<file path="config.mk">
export PLATFORM = sky130hd
export DESIGN_NAME = hub_dest_demux
export DESIGN_NICKNAME = d
export VERILOG_FILES = /design/src/axis_pkg.sv /design/src/switch_pkg.sv /design/src/hub_dest_demux.sv
export VERILOG_INCLUDE_DIRS = /design/src
export SDC_FILE = /design/constraint.sdc
export NUM_CORES = 1
export LEC_CHECK = 0
export ABC_CLOCK_PERIOD_IN_PS = 1500
export BUFFER_PORTS_ARGS = -buffer_cell sky130_fd_sc_hd__buf_4
export CAP_MARGIN = 0
export CORE_AREA = 2 2 419 421
export DETAILED_ROUTE_END_ITERATION = 7
export DIE_AREA = 0 0 421 423
export SETUP_SLACK_MARGIN = 0.3
export SLEW_MARGIN = 15
export SYNTH_ARGS = -nofsm -noshare
export SYNTH_HDL_FRONTEND = slang
export SYNTH_SLANG_ARGS = --single-unit
export TNS_END_PERCENT = 10
</file>
<file path="constraint.sdc">
create_clock -name vclk -period 1.5
set_input_delay 0.225 -clock vclk [all_inputs]
set_output_delay 0.225 -clock vclk [all_outputs]
set_load 0.01 [all_outputs]
</file>
<file path="src/switch_defs.svh">
`ifndef SWITCH_DEFS_SVH
`define SWITCH_DEFS_SVH

// link format shared by every block of the switch
`define AXIS_DATA_W 128
`define AXIS_DEST_W 4
`define AXIS_ID_W   2

// port 0 is the hub, ports 1 to 7 are the spokes
`define NUM_SPOKES  7

// tdest value that addresses the hub
`define HUB_DEST    0

`endif

</file>
<file path="src/axis_pkg.sv">
`default_nettype none

`include "switch_defs.svh"

package axis_pkg;

    typedef logic [`AXIS_DATA_W-1:0] axis_data_t;
    typedef logic [`AXIS_DEST_W-1:0] axis_dest_t;
    typedef logic [`AXIS_ID_W-1:0]   axis_id_t;

    // one stream beat without handshake bits
    typedef struct packed {
        axis_data_t tdata;
        axis_dest_t tdest;
        axis_id_t   tid;
    } axis_beat_t;

    // forward half of a link
    // ready runs back on its own wire
    typedef struct packed {
        logic       valid;
        axis_beat_t beat;
    } axis_fwd_t;

endpackage

`default_nettype wire

</file>
<file path="src/switch_pkg.sv">
`default_nettype none

`include "switch_defs.svh"

package switch_pkg;

    import axis_pkg::*;

    // spoke n lives at index n-1
    typedef logic [$clog2(`NUM_SPOKES)-1:0] spoke_idx_t;

    typedef logic [`NUM_SPOKES-1:0] spoke_mask_t;   // one bit per spoke

    // arbiter grant as index plus valid
    typedef struct packed {
        logic       valid;
        spoke_idx_t idx;
    } spoke_grant_t;

    typedef axis_fwd_t [`NUM_SPOKES-1:0] spoke_fwd_t;   // all spoke links side by side

endpackage

`default_nettype wire

</file>
<file path="src/hub_dest_demux.sv">
`timescale 1ns/100ps
`default_nettype none

`include "switch_defs.svh"

module hub_dest_demux import axis_pkg::*, switch_pkg::*; (
    input  wire axis_fwd_t   hub_in,
    output logic             hub_ready,
    output spoke_fwd_t       spoke_out,
    input  wire spoke_mask_t spoke_ready
);

    axis_dest_t  dest_m1;
    spoke_idx_t  sel;
    logic        dest_hit;
    spoke_mask_t hit_mask;
    spoke_mask_t valid_vec;

    // tdest 1..7 addresses a spoke
    assign dest_hit = (hub_in.beat.tdest != `AXIS_DEST_W'(`HUB_DEST)) &&
                      (hub_in.beat.tdest <= `AXIS_DEST_W'(`NUM_SPOKES));

    assign dest_m1 = hub_in.beat.tdest - `AXIS_DEST_W'(1);
    assign sel     = spoke_idx_t'(dest_m1);   // spoke n at index n-1

    assign hit_mask  = dest_hit ? (spoke_mask_t'(1) << sel) : '0;
    assign valid_vec = hit_mask & {`NUM_SPOKES{hub_in.valid}};

    // stray destinations are swallowed right away
    assign hub_ready = dest_hit ? |(hit_mask & spoke_ready) : 1'b1;

    always_comb begin
        for (int i = 0; i < `NUM_SPOKES; i++) begin
            spoke_out[i].valid = valid_vec[i];
            spoke_out[i].beat  = hub_in.beat;   // payload fans out, valid picks
        end
    end

    // a steered beat lands only on the spoke its tdest names
    always_comb begin
        for (int i = 0; i < `NUM_SPOKES; i++) begin
            if (valid_vec[i]) begin
                assert (hub_in.beat.tdest == `AXIS_DEST_W'(i + 1))
                    else $error("hub beat steered to the wrong spoke");
            end
        end
    end

endmodule

`default_nettype wire

</file>
==> results.yml <==
sta:
  worst_slack_ns: -0.1242
  hold_viol: 0
  rsz0062_at_grt: "true"
  setup_tns_ns: -0.1242
  max_freq_ghz: 0.6157
  period_needed_ns: 1.624
  worstMarginPinSlew_ns: 0.2914
  period_share: 1.083
  finalSetupViolCount: 1
  slew_headroom: 0.8058
  finalMaxSlewViolations: 0
worst_setup_path:
  critPathSlowestCell: "a2111o_1"
  criticalPathCategory: "in2out"
  worstPathCellList: "buf_12 > mux2_4 > a32o_1 > a2111o_1 > buf_6"
  crit_path_end_kind: "output port"
  worstPathMaxFanout: 3
  path_buf_inv: 2
  slowest_delay_ns: 0.38
  setup.worst_path.start: "hub_in[4]"
  start_kind: "primary input"
  cp.depth: 5
  cp-endpoint: "hub_ready"
  crit_family: "compound AO/OA/AOI/OAI gates"
  critPathArrivalTime_ns: 1.40
  critPathRequiredTime_ns: 1.27
synth:
  avgSynthCellArea_um2: 7.480
  yosys.area.top_type: "buf_4"
  syn_inst: 961
  synth_nets: 1103
  syn_area_um2: 7188
  synth_top_family_by_area: "buffers and inverters"
  synth_mux_area_frac: 0.002089
  synth_cell_type_count: 14
  synth_compound_area_frac: 0.005396
  synth-seq-area-share: 0
  yosys-top-cells-count: "buf_4 (938), nor2_1 (7), nand2b_1 (3)"
  ys_top_cells_by_area: "buf_4 (98%), nor2_1 (0.37%), nand2b_1 (0.26%)"
  synthSimpleGateAreaFrac: 0.01027
  yosys.area_share.xor_xnor: 0
  yosysMostFrequentCell: "buf_4"
  yosysWarnings: 0
  synthAdderAreaFrac: 0
  synth_top_area_frac: 0.9796
grt:
  grt_pass1_wl_um: 52940
  grt_busiest_layer: "met2"
  met2_usage: 0.08226
  use_met3: 0.07827
  antenna_found_initial: 8
  overflow: 0
  grt_max_degree: 11
  grt_usage: 0.05061
  grt_pass1_vias: 1716
  use_met1: 0.02442
final_layout:
  nets: 225
  design_area_um2: 3576
  layout.area.seq_um2: 0
  area_growth_pct: -50.25
  drive_gt1_frac: 0.8025
  seq_cell_count: 0
  clkbuf_count: 0
route:
  wl_per_cell_um: 20.05
  remaining_drc_errors: 0
  drt_iter0_drc: 76
  drtPass1Iterations: 4
  vias: 1697
  final_antenna_net_count: 0
  avgViaCountPerCell: 0.7050
  totalWireLength_um: 48270
power:
  leakage_nw: 0.3635
  cellPowerDensity_nw_per_um2: 68.67
  p_total_mw: 0.2456
  ir_worst_vdd_mv: 0.03761
hold_path:
  hp-class: "in2out"
floorplan:
  start_util: 0.04149
  die_w_um: 421
  rows: 153
  die_h_um: 423
  pin_count: 1088
  core_area_um2: 173200
  dieArea_um2: 178100
placed_design:
  hpwl_um: 43790
  port-buffer-count: 48
  place_area_um2: 3487
  gp_congestion: 0.5593
run_status:
  outcome: "complete, but fails checks"
  violations: "negative setup slack"
clock_network:
  cts_setup_buffers: 0
  postCtsHoldBufs: 0
flow_run:
  max_cap_violations: 0
-- how the worst min path moves through the flow --
stage	from	end	slack (ns)	cells after the start
after global placement	hub_in[73]	spoke_out[343]	0.45	0
after floorplan	hub_in[2]	spoke_out[539]	0.50	1
final	hub_in[116]	spoke_out[116]	0.45	0
after CTS	hub_in[73]	spoke_out[343]	0.45	0
after detailed placement	hub_in[73]	spoke_out[343]	0.45	0
after global routing	hub_in[118]	spoke_out[118]	0.45	0
-- timing repair --
action,4_1_cts,5_1_grt
gates resized for setup,20,3
cloned,0,0
pin swaps,4,4
endpoints found under the setup margin,12,8
-- cells in the final DEF, fill, tap and decap left out, drive strengths merged --
cell type  Yosys  final
a2111o         1      1
buf          939     59
or3b           1      1
nor2           7      7
o32ai          1      1
mux2           1      1
nor3           1      1
inv            2      2
a32o           1      1
a221oi         1      1
nand3b         1      1
nand2b         3      3
diode          0      1
nand2          2      2
-- per-layer routing --
| metal | up-vias | share of wire |
|---|---|---|
| li1 | 201 | - |
| met1 | 560 | 0.17 |
| met2 | 789 | 0.46 |
| met3 | 145 | 0.33 |
| met4 | 2 | 0.045 |
| met5 | - | 0.0011 |
-- where the power goes --
group | switching, mW | internal [mW] | total [mW]
clock network | 0 | 0.0000000481 | 0.0000000481
registers | 0 | 0 | 0
logic | 0.124 | 0.121 | 0.246
total | 0.124 | 0.121 | 0.246
-- kinds of logic (layout without fill, tap and decap cells) --
group                  Yosys count  count (layout)
AND/OR/NAND/NOR                 15              15
AO/OA/AOI/OAI                    4               4
other                            0               1
buffers and inverters          941              61
multiplexers                     1               1
-- area by class of cell --
| class | count | area (um2) |
|---|---|---|
| antenna | 1 | 2.502 |
| multi-input combinational | 20 | 147.6 |
| tap | 2325 | 2909 |
| fill | 20727 | 169700 |
| inverter | 2 | 7.507 |
| timing repair buffer | 59 | 509.2 |
-- metrics by stage --
step	cells	setup WS, ns	hold slack (ns)	utilization
floorplan	961	0.06752	0.5007	-
global placement	2406	-0.2727	0.4503	0.02013
detailed placement	2406	-0.2754	0.4503	0.02013
CTS	2406	-0.1636	0.4503	0.02056
global route	2406	-0.1629	0.4501	0.02063
finish	2407	-0.1242	0.4500	0.02064
No activity file was read; power rests on OpenSTA's default activity.
