===== src/switch_defs.svh =====
`ifndef SWITCH_DEFS_SVH
`define SWITCH_DEFS_SVH

// link format shared by every block of the switch
`define AXIS_DATA_W 128
`define AXIS_DEST_W 4
`define AXIS_ID_W   2

// port 0 is the hub, ports 1 to 7 are the spokes
`define NUM_SPOKES  7

// tdest value that addresses the hub
`define HUB_DEST    0

`endif


===== src/axis_pkg.sv =====
`default_nettype none

`include "switch_defs.svh"

package axis_pkg;

    typedef logic [`AXIS_DATA_W-1:0] axis_data_t;
    typedef logic [`AXIS_DEST_W-1:0] axis_dest_t;
    typedef logic [`AXIS_ID_W-1:0]   axis_id_t;

    // one stream beat without handshake bits
    typedef struct packed {
        axis_data_t tdata;
        axis_dest_t tdest;
        axis_id_t   tid;
    } axis_beat_t;

    // forward half of a link
    // ready runs back on its own wire
    typedef struct packed {
        logic       valid;
        axis_beat_t beat;
    } axis_fwd_t;

endpackage

`default_nettype wire


===== src/axis_skid_slice.sv =====
`timescale 1ns/100ps
`default_nettype none

module axis_skid_slice import axis_pkg::*; (
    input  wire            clk,
    input  wire            rst_n,
    input  wire axis_fwd_t in_fwd,
    output logic           in_ready,
    output axis_fwd_t      out_fwd,
    input  wire            out_ready
);

    logic       main_vld_q;    // output register
    axis_beat_t main_beat_q;
    logic       skid_vld_q;    // catches the beat taken while output stalls
    axis_beat_t skid_beat_q;
    logic       push;
    logic       main_free;
    logic [1:0] occupancy;

    assign in_ready  = !skid_vld_q;   // straight from a flop
    assign push      = in_fwd.valid && in_ready;
    assign main_free = !main_vld_q || out_ready;
    assign occupancy = {1'b0, main_vld_q} + {1'b0, skid_vld_q};

    assign out_fwd = '{valid: main_vld_q, beat: main_beat_q};

    always_ff @(posedge clk) begin
        if (!rst_n) begin
            main_vld_q <= 1'b0;
            skid_vld_q <= 1'b0;
        end else if (main_free) begin
            // skid drains first, input is held off meanwhile
            main_vld_q <= skid_vld_q || push;
            skid_vld_q <= 1'b0;
        end else if (push) begin
            skid_vld_q <= 1'b1;
        end
    end

    always_ff @(posedge clk) begin
        if (main_free && skid_vld_q) begin
            main_beat_q <= skid_beat_q;
        end else if (main_free && push) begin
            main_beat_q <= in_fwd.beat;
        end
        if (!main_free && push) begin
            skid_beat_q <= in_fwd.beat;   // output busy
        end
    end

    // stalled beat must hold until taken
    a_out_stable: assert property (@(posedge clk) disable iff (!rst_n)
        main_vld_q && !out_ready |=> main_vld_q && $stable(main_beat_q))
        else $error("slice output changed while stalled");

    // a full slice keeps both beats until the output moves
    a_no_overflow: assert property (@(posedge clk) disable iff (!rst_n)
        occupancy == 2'd2 && !out_ready |=> occupancy == 2'd2 && $stable(skid_beat_q))
        else $error("slice written while full");

endmodule

`default_nettype wire


===== config.mk =====
export PLATFORM = sky130hd
export DESIGN_NAME = axis_skid_slice
export DESIGN_NICKNAME = d
export VERILOG_FILES = /design/src/axis_pkg.sv /design/src/axis_skid_slice.sv
export VERILOG_INCLUDE_DIRS = /design/src
export SDC_FILE = /design/constraint.sdc
export NUM_CORES = 1
export LEC_CHECK = 0
export ABC_AREA = 1
export ABC_CLOCK_PERIOD_IN_PS = 21200
export BUFFER_PORTS_ARGS = -buffer_cell sky130_fd_sc_hd__buf_2
export CAP_MARGIN = 10
export CORE_MARGIN = 3
export CORE_UTILIZATION = 56
export DETAILED_ROUTE_END_ITERATION = 12
export MAX_ROUTING_LAYER = met4
export PLACE_DENSITY = 0.83
export SLEW_MARGIN = 5
export SYNTH_ARGS = -nofsm -noshare
export SYNTH_HDL_FRONTEND = slang
export SYNTH_SLANG_ARGS = --single-unit

===== constraint.sdc =====
create_clock -name clk -period 21.2 [get_ports clk]
set_input_delay 1.06 -clock clk [delete_from_list [all_inputs] [get_ports clk]]
set_output_delay 1.06 -clock clk [all_outputs]
set_load 0.05 [all_outputs]

==> results.cfg, run 1 <==
[clock_network]
cts_tree = built
clock-sinks = 270
cts_setup_buffers = 0
ctsHoldBuffers = 0
clk_pin_slew_ps = 60
ctsResizeCount = 0
htreeDepth = 1
root_buffer = clkbuf_16
clockBufferDepth = 3
cts_made_buffers = 27
clock_latency_ps = 520

[pwr]
p_int_mw = 0.875
p_sw_mw = 0.295
power_mw = 1.17
swShare_pct = 25.2
comb_power_share_pct = 11.3
vdd_drop_max_uv = 75.7
clkPwrFrac_pct = 35.2
total_leakage_power_nw = 5.18
p_seq_share_pct = 53.5
p_per_area_nw_per_um2 = 95.1

[critical_path]
reg2reg_slack_ps = 18050
cp-start-kind = register
cp_max_fo = 105
reg2reg_to = out_fwd[36]
cp.arrival_ps = 3400
r2r-start = skid_vld_q
rr_worst_depth = 5
required_ps = 21450
worstSetupPathType = reg -> reg
crit_path_end_kind = register

[sta]
setup_viol = 0
hold_viol = 0
tns_ps = 0
relSlewSlack_pct = 21.8
min_period_over_period_pct = 14.9
tightest_slew_ps = 1170
finClkSkew_ps = 19.8
fin_crit_ps = 3150
fmax_mhz = 318
rsz0062_at_grt = false
holdWs_ps = 539
fin_ws_ps = 18050
maxSlewViolCount = 0

[placement]
dp_hpwl_mm = 13.8
preCtsSetupSlack_ps = 17810
io_buffer_count = 273
finalWeightedCongestion = 0.837
place_inst = 1188
place_area_sq_um = 11500

[layout]
area_growth_pct = 22.2
utilization_pct = 70.4
finalInstanceArea_sq_um = 12300
layout.nets = 1130
final_cell_count_no_fill = 1235
drive_gt1_share_pct = 31.5

[floorplan]
row_count = 48
die_h_microns = 140
core_area_sq_um = 17500
dieArea_sq_um = 19600
die_w_microns = 140
io_pins = 274
initial_core_util_pct = 57.6

[run]
max-cap-violations = 0

[yosys]
post-synth-top-area-cell = edfxtp_1
synth_area_leaders = edfxtp_1 (80%), nand2_1 (10%), nand3_1 (6.7%), buf_2 (1.3%), buf_4 (1.0%)
synth_area_sq_um = 10100
synth_nets = 866
yosysWarnings = 0
async_reset_ff_share_pct = 0
ys_seq_area_share_pct = 80.3
synth_cells = 728
ys_ff_latch = 270
synth_edf_count = 268
synth_most_common_cell = nand2_1
syn_area_per_cell_sq_um = 13.8
synth_ff_type = edfxtp_1
yosysTopAreaCellShare_pct = 79.9
synth_commonest_cells = nand2_1 (269), edfxtp_1 (268), nand3_1 (134)
synth_cell_types = 13

[route]
wl_mm = 22.0
drt_first_pass_iters = 5
drc = 0
ant_nets = 0
vias_per_cell = 5.42
wl_per_cell_microns = 17.8
first_iter_violations = 483
via_count = 6697

[grt]
grt_pass1_vias = 6490
grt_overflow = 0
grt_max_degree = 106
antenna_found_initial = 2
grt_usage_pct = 22.2
grt_pass1_wl_mm = 34.0

[run_status]
outcome = finished, final reports clean

[hold_path]
min_to = out_fwd[90]
hp-class = reg -> reg
hold_depth = 2
hold_start = skid_beat_q[90]
final cells by class:
type	instances	area, sq um
Multi-Input combinational cell	410	1740
Antenna cell	2	5.00
Sequential cell	270	8090
Clock inverter	16	70.1
Clock buffer	29	683
Fill cell	1201	5170
Tap cell	225	282
Inverter	3	11.3
Timing Repair Buffer	280	1420
power groups by stage:
| stage | registers (mW) | logic, mW | clock network (mW) |
|---|---|---|---|
| 4_1_cts | 0.626 | 0.133 | 0.420 |
| 5_1_grt | 0.627 | 0.140 | 0.440 |
| 6_report | 0.626 | 0.132 | 0.412 |
| 2_1_floorplan | 0.703 | 0.0280 | 0 |
| 3_5_place_dp | 0.636 | 0.133 | 0 |
| 3_3_place_gp | 0.636 | 0.129 | 0 |
logic make-up after synthesis:
group / after synthesis / synth area share [%]
DFF: 270 / 80.3
AOI/OAI and AO/OA: 2 / 0.0994
and+or+nand+nor: 408 / 16.9
buffers and inverters: 48 / 2.65
flip-flops by register name, summed over array words and instances, names as in the netlist:
register	cells
out_fwd	134
skid_beat_q	134
main_vld_q	1
skid_vld_q	1
critical path, cell delays in order (launching register included):
cell     delay, ps
dfxtp_4        800
buf_4          760
nand2_4        340
buf_4          500
nand2_1        210
nand2_1         80
worst max path at each step:
| stage | end | slack, ps | from |
|---|---|---|---|
| 2_1_floorplan | out_fwd[0] | 12950 | in_fwd[134] |
| 3_3_place_gp | out_fwd[35] | 17930 | out_ready |
| 3_5_place_dp | out_fwd[79] | 17810 | out_ready |
| 4_1_cts | out_fwd[36] | 18110 | skid_vld_q |
| 5_1_grt | out_fwd[36] | 17830 | skid_vld_q |
| 6_report | out_fwd[36] | 18050 | skid_vld_q |
layer usage:
| metal | part of all wire, % | vias up | GRT usage [%] |
|---|---|---|---|
| met5 | 0 | - | - |
| met4 | 3.5 | 0 | 7.60 |
| met3 | 9.8 | 63 | 4.61 |
| met2 | 49 | 377 | 35.3 |
| met1 | 37 | 3149 | 29.1 |
| li1 | - | 3108 | - |
cells in the final DEF, fill, tap and decap left out, drive strengths merged:
cell,n
a21oi,2
nand3,134
clkinv,16
nand2,271
nor3,1
inv,3
edfxtp,268
nor2,2
buf,280
clkbuf,29
dfxtp,2
diode,2
Note: power is estimated with default switching activity, not from simulation.
==> inputs of run 2 (changes only) <==
--- a/config.mk
+++ b/config.mk
@@ -7,14 +7,14 @@
 export NUM_CORES = 1
 export LEC_CHECK = 0
 export ABC_AREA = 1
-export ABC_CLOCK_PERIOD_IN_PS = 21200
+export ABC_CLOCK_PERIOD_IN_PS = 2950
 export BUFFER_PORTS_ARGS = -buffer_cell sky130_fd_sc_hd__buf_2
 export CAP_MARGIN = 10
 export CORE_MARGIN = 3
-export CORE_UTILIZATION = 56
+export CORE_UTILIZATION = 52
 export DETAILED_ROUTE_END_ITERATION = 12
 export MAX_ROUTING_LAYER = met4
-export PLACE_DENSITY = 0.83
+export PLACE_DENSITY = 0.78
 export SLEW_MARGIN = 5
 export SYNTH_ARGS = -nofsm -noshare
 export SYNTH_HDL_FRONTEND = slang
==> constraint.sdc (replaced) <==
create_clock -name clk -period 2.95 [get_ports clk]
set_input_delay 0.1475 -clock clk [delete_from_list [all_inputs] [get_ports clk]]
set_output_delay 0.1475 -clock clk [all_outputs]
set_load 0.05 [all_outputs]
==> run 2 against run 1 <==
  * Total power rose to 7.6 times the previous value
  * Clock power increased to 7.9 times the previous value
  * Core utilization increased by 3.1 points
  * Maximum frequency is 49% higher
  * Clock skew rose by 7.5 ps
  * Largest cell class unchanged
==> results.cfg, run 2 (synthesis results as in run 1) <==
[route]
vias_per_cell = 5.23
drt_first_pass_iters = 6
via_count = 7368
first_iter_violations = 509
ant_nets = 0
drc = 0
wl_per_cell_microns = 18.1
wl_mm = 25.5

[clock_network]
clock_latency_ps = 530
htreeDepth = 1
ctsHoldBuffers = 137
cts_made_buffers = 27
clockBufferDepth = 3
clk_pin_slew_ps = 60
clock-sinks = 270
cts_tree = built
ctsResizeCount = 0
root_buffer = clkbuf_16
cts_setup_buffers = 0

[sta]
hold_viol = 0
relSlewSlack_pct = 45.0
min_period_over_period_pct = 71.4
rsz0062_at_grt = false
setup_viol = 0
finClkSkew_ps = 27.3
holdWs_ps = 123
tightest_slew_ps = 825
maxSlewViolCount = 0
fin_ws_ps = 843
fmax_mhz = 475
fin_crit_ps = 2110

[floorplan]
initial_core_util_pct = 53.3
die_w_microns = 145
core_area_sq_um = 18900
row_count = 50
dieArea_sq_um = 21100
die_h_microns = 145
io_pins = 274

[grt]
grt_overflow = 0
grt_pass1_wl_mm = 39.7
grt_usage_pct = 24.2
grt_max_degree = 83
antenna_found_initial = 0
grt_pass1_vias = 7509

[run_status]
outcome = finished, final reports clean

[layout]
layout_commonest_cell = buf_2
drive_gt1_share_pct = 28.5
layout.nets = 1270
layout_common_cells = buf_2 (273), nand2_1 (268), edfxtp_1 (268), dlygate4sd3_1 (137), nand3_1 (134)
area_growth_pct = 37.9
final_cell_count_no_fill = 1410

[pwr]
vdd_drop_max_uv = 554
power_mw = 8.88
total_leakage_power_nw = 5.82
p_per_area_nw_per_um2 = 640

[critical_path]
reg2reg_slack_ps = 840
cp-start-kind = register
crit_path_end_kind = register
cp_max_fo = 50
reg2reg_to = out_fwd[105]
critPathLaunch = main_vld_q
required_ps = 3330
worstSetupEndpoint = out_fwd[105]
cp.arrival_ps = 2480
rr_worst_depth = 5
r2r-start = main_vld_q
worstSetupPathType = reg -> reg

[hold_path]
hp-class = in -> reg

[placement]
io_buffer_count = 273
preCtsSetupSlack_ps = 924
dp_hpwl_mm = 13.7
finalWeightedCongestion = 0.781
place_inst = 1226

[run]
max-cap-violations = 0
## run 2: cell count changes in the layout (fill, tap and decap cells not counted), sizes merged
cell,change
bufinv,+3
clkbuf,+2
buf,+3
diode,-1
clkinv,-5
clkinvlp,+1
dlygate4sd3,+137
## run 2: per-layer routing
metal / vias to the layer above / wire, microns / share of wire (%) / global-route usage [%]
met5: - / 0 / 0 / -
met4: 0 / 1130 / 4.4 / 10.8
met3: 87 / 2300 / 9.0 / 5.87
met2: 456 / 12900 / 51 / 40.6
met1: 3440 / 9180 / 36 / 28.1
li1: 3385 / - / - / -
## run 2: layout make-up
cell class,instances,area [sq um]
Multi-Input combinational cell,410,1750
Clock inverter,15,145
Inverter,3,15.0
Clock buffer,31,691
Timing Repair Buffer,420,2860
Antenna cell,1,2.50
Sequential cell,270,8090
Tap cell,260,325
Fill cell,1153,5010
## run 2: metrics by stage
step / util (%) / setup TNS [ps] / cell area (sq um)
2_1_floorplan: - / -83280 / 10100
5_1_grt: 73.5 / 0 / 13900
3_3_place_gp: 61.8 / 0 / 11700
4_1_cts: 73.5 / 0 / 13900
6_report: 73.5 / 0 / 13900
3_5_place_dp: 61.8 / 0 / 11700
## run 2: worst min-delay path by stage
stage	start	endpoint	slack, ps	cells past startpoint
after floorplan	in_fwd[0]	skid_beat_q[0]	250	0
after global placement	in_fwd[2]	skid_beat_q[2]	340	1
after detailed placement	in_fwd[118]	skid_beat_q[118]	340	1
after CTS	out_ready	skid_vld_q	90	4
after global routing	out_ready	skid_vld_q	130	4
final	out_ready	skid_vld_q	120	4
## run 2: power by group
group          leakage (nW)  switching, mW  internal (mW)
logic                  2.87          0.796          0.330
registers              2.54         0.0533           4.44
clock network         0.411           1.35           1.92
total                  5.82           2.20           6.69
## run 2: critical path, stage by stage, from the launching register on
cell and delay, ps:
dfxtp_1 440, nand2_4 220, nand2_4 510, buf_4 450, nand2_1 150, nand2_1 130
