[src/switch_defs.svh]
`ifndef SWITCH_DEFS_SVH
`define SWITCH_DEFS_SVH

// link format shared by every block of the switch
`define AXIS_DATA_W 128
`define AXIS_DEST_W 4
`define AXIS_ID_W   2

// port 0 is the hub, ports 1 to 7 are the spokes
`define NUM_SPOKES  7

// tdest value that addresses the hub
`define HUB_DEST    0

`endif

[src/axis_pkg.sv]
`default_nettype none

`include "switch_defs.svh"

package axis_pkg;

    typedef logic [`AXIS_DATA_W-1:0] axis_data_t;
    typedef logic [`AXIS_DEST_W-1:0] axis_dest_t;
    typedef logic [`AXIS_ID_W-1:0]   axis_id_t;

    // one stream beat without handshake bits
    typedef struct packed {
        axis_data_t tdata;
        axis_dest_t tdest;
        axis_id_t   tid;
    } axis_beat_t;

    // forward half of a link
    // ready runs back on its own wire
    typedef struct packed {
        logic       valid;
        axis_beat_t beat;
    } axis_fwd_t;

endpackage

`default_nettype wire

[src/switch_pkg.sv]
`default_nettype none

`include "switch_defs.svh"

package switch_pkg;

    import axis_pkg::*;

    // spoke n lives at index n-1
    typedef logic [$clog2(`NUM_SPOKES)-1:0] spoke_idx_t;

    typedef logic [`NUM_SPOKES-1:0] spoke_mask_t;   // one bit per spoke

    // arbiter grant as index plus valid
    typedef struct packed {
        logic       valid;
        spoke_idx_t idx;
    } spoke_grant_t;

    typedef axis_fwd_t [`NUM_SPOKES-1:0] spoke_fwd_t;   // all spoke links side by side

endpackage

`default_nettype wire

[src/spoke_priority_arbiter.sv]
`timescale 1ns/100ps
`default_nettype none

`include "switch_defs.svh"

module spoke_priority_arbiter import axis_pkg::*, switch_pkg::*; (
    input  wire              clk,
    input  wire              rst_n,
    input  wire spoke_fwd_t  spoke_in,
    output spoke_mask_t      spoke_ready,
    output axis_fwd_t        hub_out,
    input  wire              hub_ready
);

    spoke_mask_t  cand;     // valid and addressed to the hub
    spoke_mask_t  stray;    // valid but addressed elsewhere
    spoke_mask_t  grant;
    spoke_grant_t pick;     // lowest candidate this cycle
    spoke_grant_t lock_q;   // grant held across a stall
    spoke_grant_t cur;

    always_comb begin
        for (int i = 0; i < `NUM_SPOKES; i++) begin
            cand[i]  = spoke_in[i].valid &&
                       (spoke_in[i].beat.tdest == `AXIS_DEST_W'(`HUB_DEST));
            stray[i] = spoke_in[i].valid &&
                       (spoke_in[i].beat.tdest != `AXIS_DEST_W'(`HUB_DEST));
        end
    end

    // scan high to low so the lowest index is written last
    always_comb begin
        pick = '0;
        for (int i = `NUM_SPOKES - 1; i >= 0; i--) begin
            if (cand[i]) begin
                pick.valid = 1'b1;
                pick.idx   = spoke_idx_t'(i);
            end
        end
    end

    assign cur   = lock_q.valid ? lock_q : pick;
    assign grant = cur.valid ? (spoke_mask_t'(1) << cur.idx) : '0;

    assign hub_out = '{valid: cur.valid, beat: spoke_in[cur.idx].beat};

    // strays are dropped, losers wait
    assign spoke_ready = stray | (grant & {`NUM_SPOKES{hub_ready}});

    always_ff @(posedge clk) begin
        if (!rst_n) begin
            lock_q <= '0;
        end else if (cur.valid && !hub_ready) begin
            lock_q <= cur;       // keep it until the hub side takes it
        end else begin
            lock_q <= '0;        // transfer or idle
        end
    end

    // with no grant held the lowest waiting spoke goes first
    a_grant_lowest: assert property (@(posedge clk) disable iff (!rst_n)
        !lock_q.valid |-> (cand & (grant - spoke_mask_t'(1))) == '0)
        else $error("lower spoke passed over by the grant");

    // upstream must keep the locked beat up
    a_lock_valid: assert property (@(posedge clk) disable iff (!rst_n)
        lock_q.valid |-> cand[lock_q.idx])
        else $error("locked spoke dropped its hub beat");

endmodule

`default_nettype wire

[config.mk]
export PLATFORM = sky130hd
export DESIGN_NAME = spoke_priority_arbiter
export DESIGN_NICKNAME = d
export VERILOG_FILES = /design/src/axis_pkg.sv /design/src/switch_pkg.sv /design/src/spoke_priority_arbiter.sv
export VERILOG_INCLUDE_DIRS = /design/src
export SDC_FILE = /design/constraint.sdc
export NUM_CORES = 1
export LEC_CHECK = 0
export BUFFER_PORTS_ARGS = -buffer_cell sky130_fd_sc_hd__buf_4
export CAP_MARGIN = 10
export CORE_AREA = 10 10 412 414
export CTS_CLUSTER_SIZE = 16
export DETAILED_ROUTE_END_ITERATION = 8
export DIE_AREA = 0 0 422 424
export GPL_TIMING_DRIVEN = 0
export PLACE_DENSITY = 0.3
export SLEW_MARGIN = 30
export SYNTH_ARGS = -nofsm -noshare
export SYNTH_HDL_FRONTEND = slang
export SYNTH_SLANG_ARGS = --single-unit
export TNS_END_PERCENT = 50
[constraint.sdc]
create_clock -name clk -period 7.6 [get_ports clk]
set_input_delay 1.14 -clock clk [delete_from_list [all_inputs] [get_ports clk]]
set_output_delay 1.14 -clock clk [all_outputs]
set_load 0.1 [all_outputs]
==> results of run 1 <==
==> cells in the final DEF (no fill, tap or decap), types with 13 or more instances in the layout <==
cell type and instances:
buf_4 1107, nand2_1 152, nor2_1 136, a21oi_1 132, o2bb2ai_1 128, a221oi_2 111, mux2_2 102, a211oi_2 100
buf_2 68, clkbuf_1 43, a211oi_1 30, mux2_1 27, a221oi_1 20, diode_2 13, clkbuf_2 13
==> layer usage <==
metal,part of all wire,GRT usage
met4,0.010,0.01402
met1,0.42,0.1928
met2,0.50,0.2752
met5,0.0016,0
met3,0.072,0.03909
==> final timing paths <==
path | depth (start not counted) | from | endpoint
max | 10 | spoke_in[2] | hub_out[95]
min | 4 | lock_q[3] | lock_q[3]
max reg2reg | 7 | lock_q[3] | lock_q[2]
min reg2reg | 4 | lock_q[3] | lock_q[3]
==> cell type report <==
class | count | area, sq um | share of cell area
antenna | 13 | 32.53 | 0.001615
buffer | 149 | 815.8 | 0.04049
clock buffer | 3 | 75.07 | 0.003726
inverter | 8 | 30.03 | 0.001490
multi-input combinational | 1004 | 8115 | 0.4028
sequential | 4 | 80.08 | 0.003974
tap | 2175 | 2721 | 0.1351
timing repair buffer | 1100 | 8278 | 0.4109
==> critical path, delay by kind of cell <==
kind                   cells  cell delay [ps]
AOI/OAI and AO/OA          5             1760
buffers and inverters      4             1820
and+or+nand+nor            1              650
==> cell usage after synthesis (3+ instances only) <==
cell type  instances  area share
o32ai_1            3      0.0029
mux2i_1            4      0.0045
and2_1             3      0.0021
dfxtp_1            4      0.0089
a31oi_1            4      0.0028
a221oi_2         101        0.17
nand3_1           12      0.0067
buf_8              5      0.0084
clkbuf_1          56       0.023
nor2_1           136       0.057
o21ai_0            7      0.0039
buf_1              4      0.0017
nor4_1             5      0.0035
buf_4              8      0.0067
buf_2             68       0.038
a211oi_2         100        0.14
nand2_1          152       0.064
buf_6              7      0.0088
a221oi_1          30       0.029
inv_1              8      0.0034
o2bb2ai_1        129        0.13
mux2_1            27       0.034
a21oi_1          132       0.074
mux2_2           102        0.13
and3_1             4      0.0028
a211oi_1          30       0.025
==> logic make-up (layout without fill, tap and decap cells) <==
kind of cell,count (synthesis),count (layout),share of synthesized area
and+or+nand+nor,324,324,0.1480
muxes,133,133,0.1668
buffers and inverters,157,1260,0.09268
DFF,4,4,0.008946
other,0,13,0
AOI/OAI and AO/OA,547,547,0.5836
==> report_power, final <==
part           switching (mW)  internal (mW)  total, mW
logic                    1.44          0.682       2.12
clock network          0.0143         0.0672     0.0815
registers            0.000291         0.0215     0.0218
==> stage by stage <==
stage / setup TNS (ps) / hold WS, ps / area [sq um] / power (mW) / utilization
after detailed placement: 0 / 879.2 / 20040 / 2.147 / 0.1240
after CTS: 0 / 898.2 / 20120 / 2.235 / 0.1244
after global placement: -226.4 / 892.7 / 19850 / 2.141 / 0.1228
after global routing: 0 / 976.9 / 20130 / 2.285 / 0.1245
after floorplan: 0 / 734.9 / 8951 / 1.225 / -
final: 0 / 862.9 / 20150 / 2.222 / 0.1246
==> metrics.cfg, run 1 <==
[timing]
achievable-frequency_ghz = 0.1524
worst_clock_skew_ps = 1.002
unrepaired_setup_endpoints_after_global_routing = false
worst_pin_slew_ps = 1044
setup-violations-final = 0
hold_viol = 0
timing.final.max_slew_violations = 0
worst_slack_ps = 1038
slew-limit-headroom = 0.3041
finalWorstPathRequiredPeriod_ps = 6562
period_share = 0.8634

[clock_network]
latest_clock_arrival_within_the_worst_skew_pair_ps = 220
clockBufferDepth = 2
cts.reportedPaths.clkPinSlew_ps = 30
tritoncts = yes
cts.sinks = 4
clk_root_buffer_cell = clkbuf_16
cts.htree.levels = 1
setup_fix_buffers_added_after_clock_tree_synthesis = 0
cts_repair_resize_count = 0
numCtsBuffers = 3
number_of_buffers_inserted_by_hold_repair_at_cts = 0

[cells_and_area]
max_flop_register = lock_q
finalNetCount = 3218
largest_register_ffs = 4
layout-drive-gt1-share = 0.6728
area_growth_syn_to_layout_pct = 125.1
number_of_fill_cells_in_the_layout = 18950
layout.cells.non_filler = 4456
reg.largest.list = lock_q x4

[power_and_ir_drop]
power.density_cell_area_nw_per_um2 = 110.3
irDropWorstVdd_mv = 0.05987
power_leakage_nw = 8.305

[flow_run]
max_cap_violations = 0

[placed_design]
dpl.cell_count = 4440
finalWeightedCongestion = 0.9353
buffer_ports.inserted = 1089
detailedPlace.worstSlack_ps = 689.6
post-dp-hpwl_mm = 134.0

[grt]
grt_use_total = 0.1546
grt_start_max_net_pins = 11
grt_antenna_before_repair = 59
grt_first_pass_wirelength_mm = 183.9
grt_remaining_overflow = 0
grt_pass1_vias = 16200

[die]
top_level_i_o_count = 1090
floorplan.initialDensity = 0.05537
core_region_area_sq_um = 161700
dieWidth_microns = 422
die-height_microns = 424
fp-row-count = 148
fp.dieArea_sq_um = 178900

[synth]
post_synthesis_mean_instance_area_sq_um = 7.683
share_of_the_yosys_chip_area_belonging_to_registers = 0.008946
netlist_area_sq_um = 8951
synth.ff_latch_count = 4
synth-warning-count = 0
post_synthesis_cell_count = 1165
synthDistinctLibCells = 46
ys_async_sr_fraction = 0
number_of_enable_flip_flop_cells_after_synthesis = 0
synth.net_count = 2113
synth_flop_cell = dfxtp_1

[routing]
drt-pass1-iter-count = 5
antenna_left = 0
dr_total_vias = 15520
drt-total-wl_mm = 148.8
vias_per_cell = 3.483
drc = 0
initialDrtViolationCount = 1252
drt-wirelength-per-cell_microns = 33.38

[setup_path]
crit_path_launch_type = input pin
critical-path-top-cell-by-count = buf_4
worst-endpoint-arrival_ps = 5420
timing.reg2reg.setup_slack_ps = 4550
path_cells = buf_4, nor4_1, a21o_1, a221oi_2, o211ai_2, buf_2, clkbuf_1, o2bb2ai_1, a211oi_2, buf_4
timing.critical_path.to_type = output pin
cpPeakStageDelay_ps = 670
critical_path_required_ps = 6460
cp_slowest_cell = clkbuf_1
crit_path_max_fanout = 10
timing_worst_setup_path_type = in -> out

[outcome]
run_status = completed

[worst_hold_path]
hp-class = reg -> reg

Power figures use the tool's default switching activity.
==> inputs of run 2 (changes only) <==
--- a/config.mk
+++ b/config.mk
@@ -8,10 +8,12 @@
 export LEC_CHECK = 0
 export BUFFER_PORTS_ARGS = -buffer_cell sky130_fd_sc_hd__buf_4
 export CAP_MARGIN = 10
-export CORE_AREA = 10 10 412 414
+export CORE_AREA = 10 10 417 419
+export CTS_BUF_LIST = sky130_fd_sc_hd__clkbuf_8 sky130_fd_sc_hd__clkbuf_16
+export CTS_CLUSTER_DIAMETER = 150
 export CTS_CLUSTER_SIZE = 16
 export DETAILED_ROUTE_END_ITERATION = 8
-export DIE_AREA = 0 0 422 424
+export DIE_AREA = 0 0 427 429
 export GPL_TIMING_DRIVEN = 0
 export PLACE_DENSITY = 0.3
 export SLEW_MARGIN = 30
==> constraint.sdc (replaced) <==
create_clock -name clk -period 7.1 [get_ports clk]
set_input_delay 1.065 -clock clk [delete_from_list [all_inputs] [get_ports clk]]
set_output_delay 1.065 -clock clk [all_outputs]
set_load 0.1 [all_outputs]
==> run 2 against run 1 <==
Utilization is 0.31 points lower. Flip-flop and latch count stayed put. Cell count is 0.65% higher. Die area is 2.4% higher. Critical endpoint is now hub_out[127]. Count of clock-buffer cells in the layout stayed put. Global-route usage is 0.28 points higher. Non-clock buffer count stayed put. Register-to-register slack worse by 590 ps. Sequential share of layout area hardly changed. First-iteration DRC count is 11% higher. Design area hardly changed.
==> metrics.cfg, run 2 (synthesized netlist as in run 1, its figures left out) <==
[grt]
grt_pass1_vias = 15950
grt_start_max_net_pins = 11
grt_remaining_overflow = 0
grt_use_total = 0.1574
grt_antenna_before_repair = 96
grt_first_pass_wirelength_mm = 188.5

[power_and_ir_drop]
power.density_cell_area_nw_per_um2 = 117.5
fin_total_pwr_mw = 2.370
irDropWorstVdd_mv = 0.06913
power_leakage_nw = 8.295

[setup_path]
timing.critical_path.to_type = output pin
critical_path_required_ps = 6030
crit_path_max_fanout = 10
crit_path_launch_type = input pin
worst-endpoint-arrival_ps = 5090
timing_worst_setup_path_type = in -> out

[placed_design]
finalWeightedCongestion = 0.9467
buffer_ports.inserted = 1089
post-dp-hpwl_mm = 140.2

[timing]
achievable-frequency_ghz = 0.1625
timing.final.max_slew_violations = 0
worst_clock_skew_ps = 3.279
unrepaired_setup_endpoints_after_global_routing = false
worst_pin_slew_ps = 1198
slew-limit-headroom = 0.2017
setup-violations-final = 0
period_share = 0.8669
finalWorstPathRequiredPeriod_ps = 6155
hold_viol = 0

[die]
core_region_area_sq_um = 165900
die-height_microns = 429
fp.dieArea_sq_um = 183200
fp-row-count = 150
top_level_i_o_count = 1090
floorplan.initialDensity = 0.05395
dieWidth_microns = 427

[flow_run]
max_cap_violations = 0

[worst_hold_path]
hp-class = reg -> reg

[clock_network]
tritoncts = yes
setup_fix_buffers_added_after_clock_tree_synthesis = 0
cts.htree.levels = 1
cts.reportedPaths.clkPinSlew_ps = 30
clk_root_buffer_cell = clkbuf_16
numCtsBuffers = 3
cts_repair_resize_count = 0
clockBufferDepth = 2
cts.sinks = 4
number_of_buffers_inserted_by_hold_repair_at_cts = 0
latest_clock_arrival_within_the_worst_skew_pair_ps = 220

[outcome]
run_status = completed

[routing]
drt-total-wl_mm = 154.8
drt-pass1-iter-count = 5
initialDrtViolationCount = 1392
dr_total_vias = 15690
drc = 0
drt-wirelength-per-cell_microns = 34.52
antenna_left = 0
vias_per_cell = 3.497

[cells_and_area]
max_flop_register = lock_q
area_growth_syn_to_layout_pct = 125.3
largest_register_ffs = 4
mostFrequentLayoutCell = buf_4
finalNetCount = 3218
number_of_fill_cells_in_the_layout = 19490
reg.largest.list = lock_q x4
final_util = 0.1215
layout-drive-gt1-share = 0.6711
mostFrequentLayoutCells = buf_4 (1105), nand2_1 (152), nor2_1 (136)

-- run 2: power by group --
part           total [mW]  leakage [nW]  switching, mW  internal [mW]
registers          0.0234        0.0323       0.000342         0.0230
logic                2.26          8.23           1.53          0.730
clock network      0.0861        0.0371         0.0143         0.0718
-- run 2: path summary, 6_finish.rpt --
| kind | startpoint | end | slack (ps) | depth (start not counted) |
|---|---|---|---|---|
| setup / recovery | spoke_in[2] | hub_out[127] | 940 | 12 |
| hold / removal | lock_q[3] | lock_q[3] | 900 | 4 |
| setup reg to reg | lock_q[3] | lock_q[2] | 3960 | 7 |
| hold reg to reg | lock_q[3] | lock_q[3] | 900 | 4 |
-- run 2: routing by layer --
layer | vias to the layer above | track usage | part of all wire
met3 | 155 | 0.04463 | 0.080
met2 | 916 | 0.2876 | 0.51
met1 | 7697 | 0.1879 | 0.40
li1 | 6865 | - | -
met5 | - | 0 | 0.0020
met4 | 52 | 0.01125 | 0.012
-- run 2: critical path, stage by stage --
cell,delay (ps)
buf_4,110
nor4_1,620
a221oi_1,240
nand2b_1,260
nand2_1,150
buf_4,290
buf_2,660
buf_2,440
a21oi_1,250
o2bb2ai_1,200
a211oi_1,400
buf_4,360
-- run 2: area by class of cell --
type                    instances  area, sq um  area share
diodes                         13        32.53    0.001613
plain buffers                 149        813.3     0.04033
clock buffers                   3        75.07    0.003723
inverters                       8        30.03    0.001489
multi-input cells            1004         8103      0.4018
flip-flops and latches          4        80.08    0.003971
well taps                    2204         2758      0.1368
repair buffers               1100         8273      0.4103
-- run 2: metrics by stage --
stage                     hold WS (ps)  setup slack [ps]  setup TNS, ps  cells  cell area, sq um
after detailed placement         892.3             781.3              0   4469             20060
after floorplan                  734.9              1098              0   1165              8951
final                            898.8             945.0              0   4485             20160
after global placement           926.2            -157.5         -699.8   4458             19880
after CTS                        906.3             754.6              0   4472             20130
after global routing             996.2             639.4              0   4473             20130
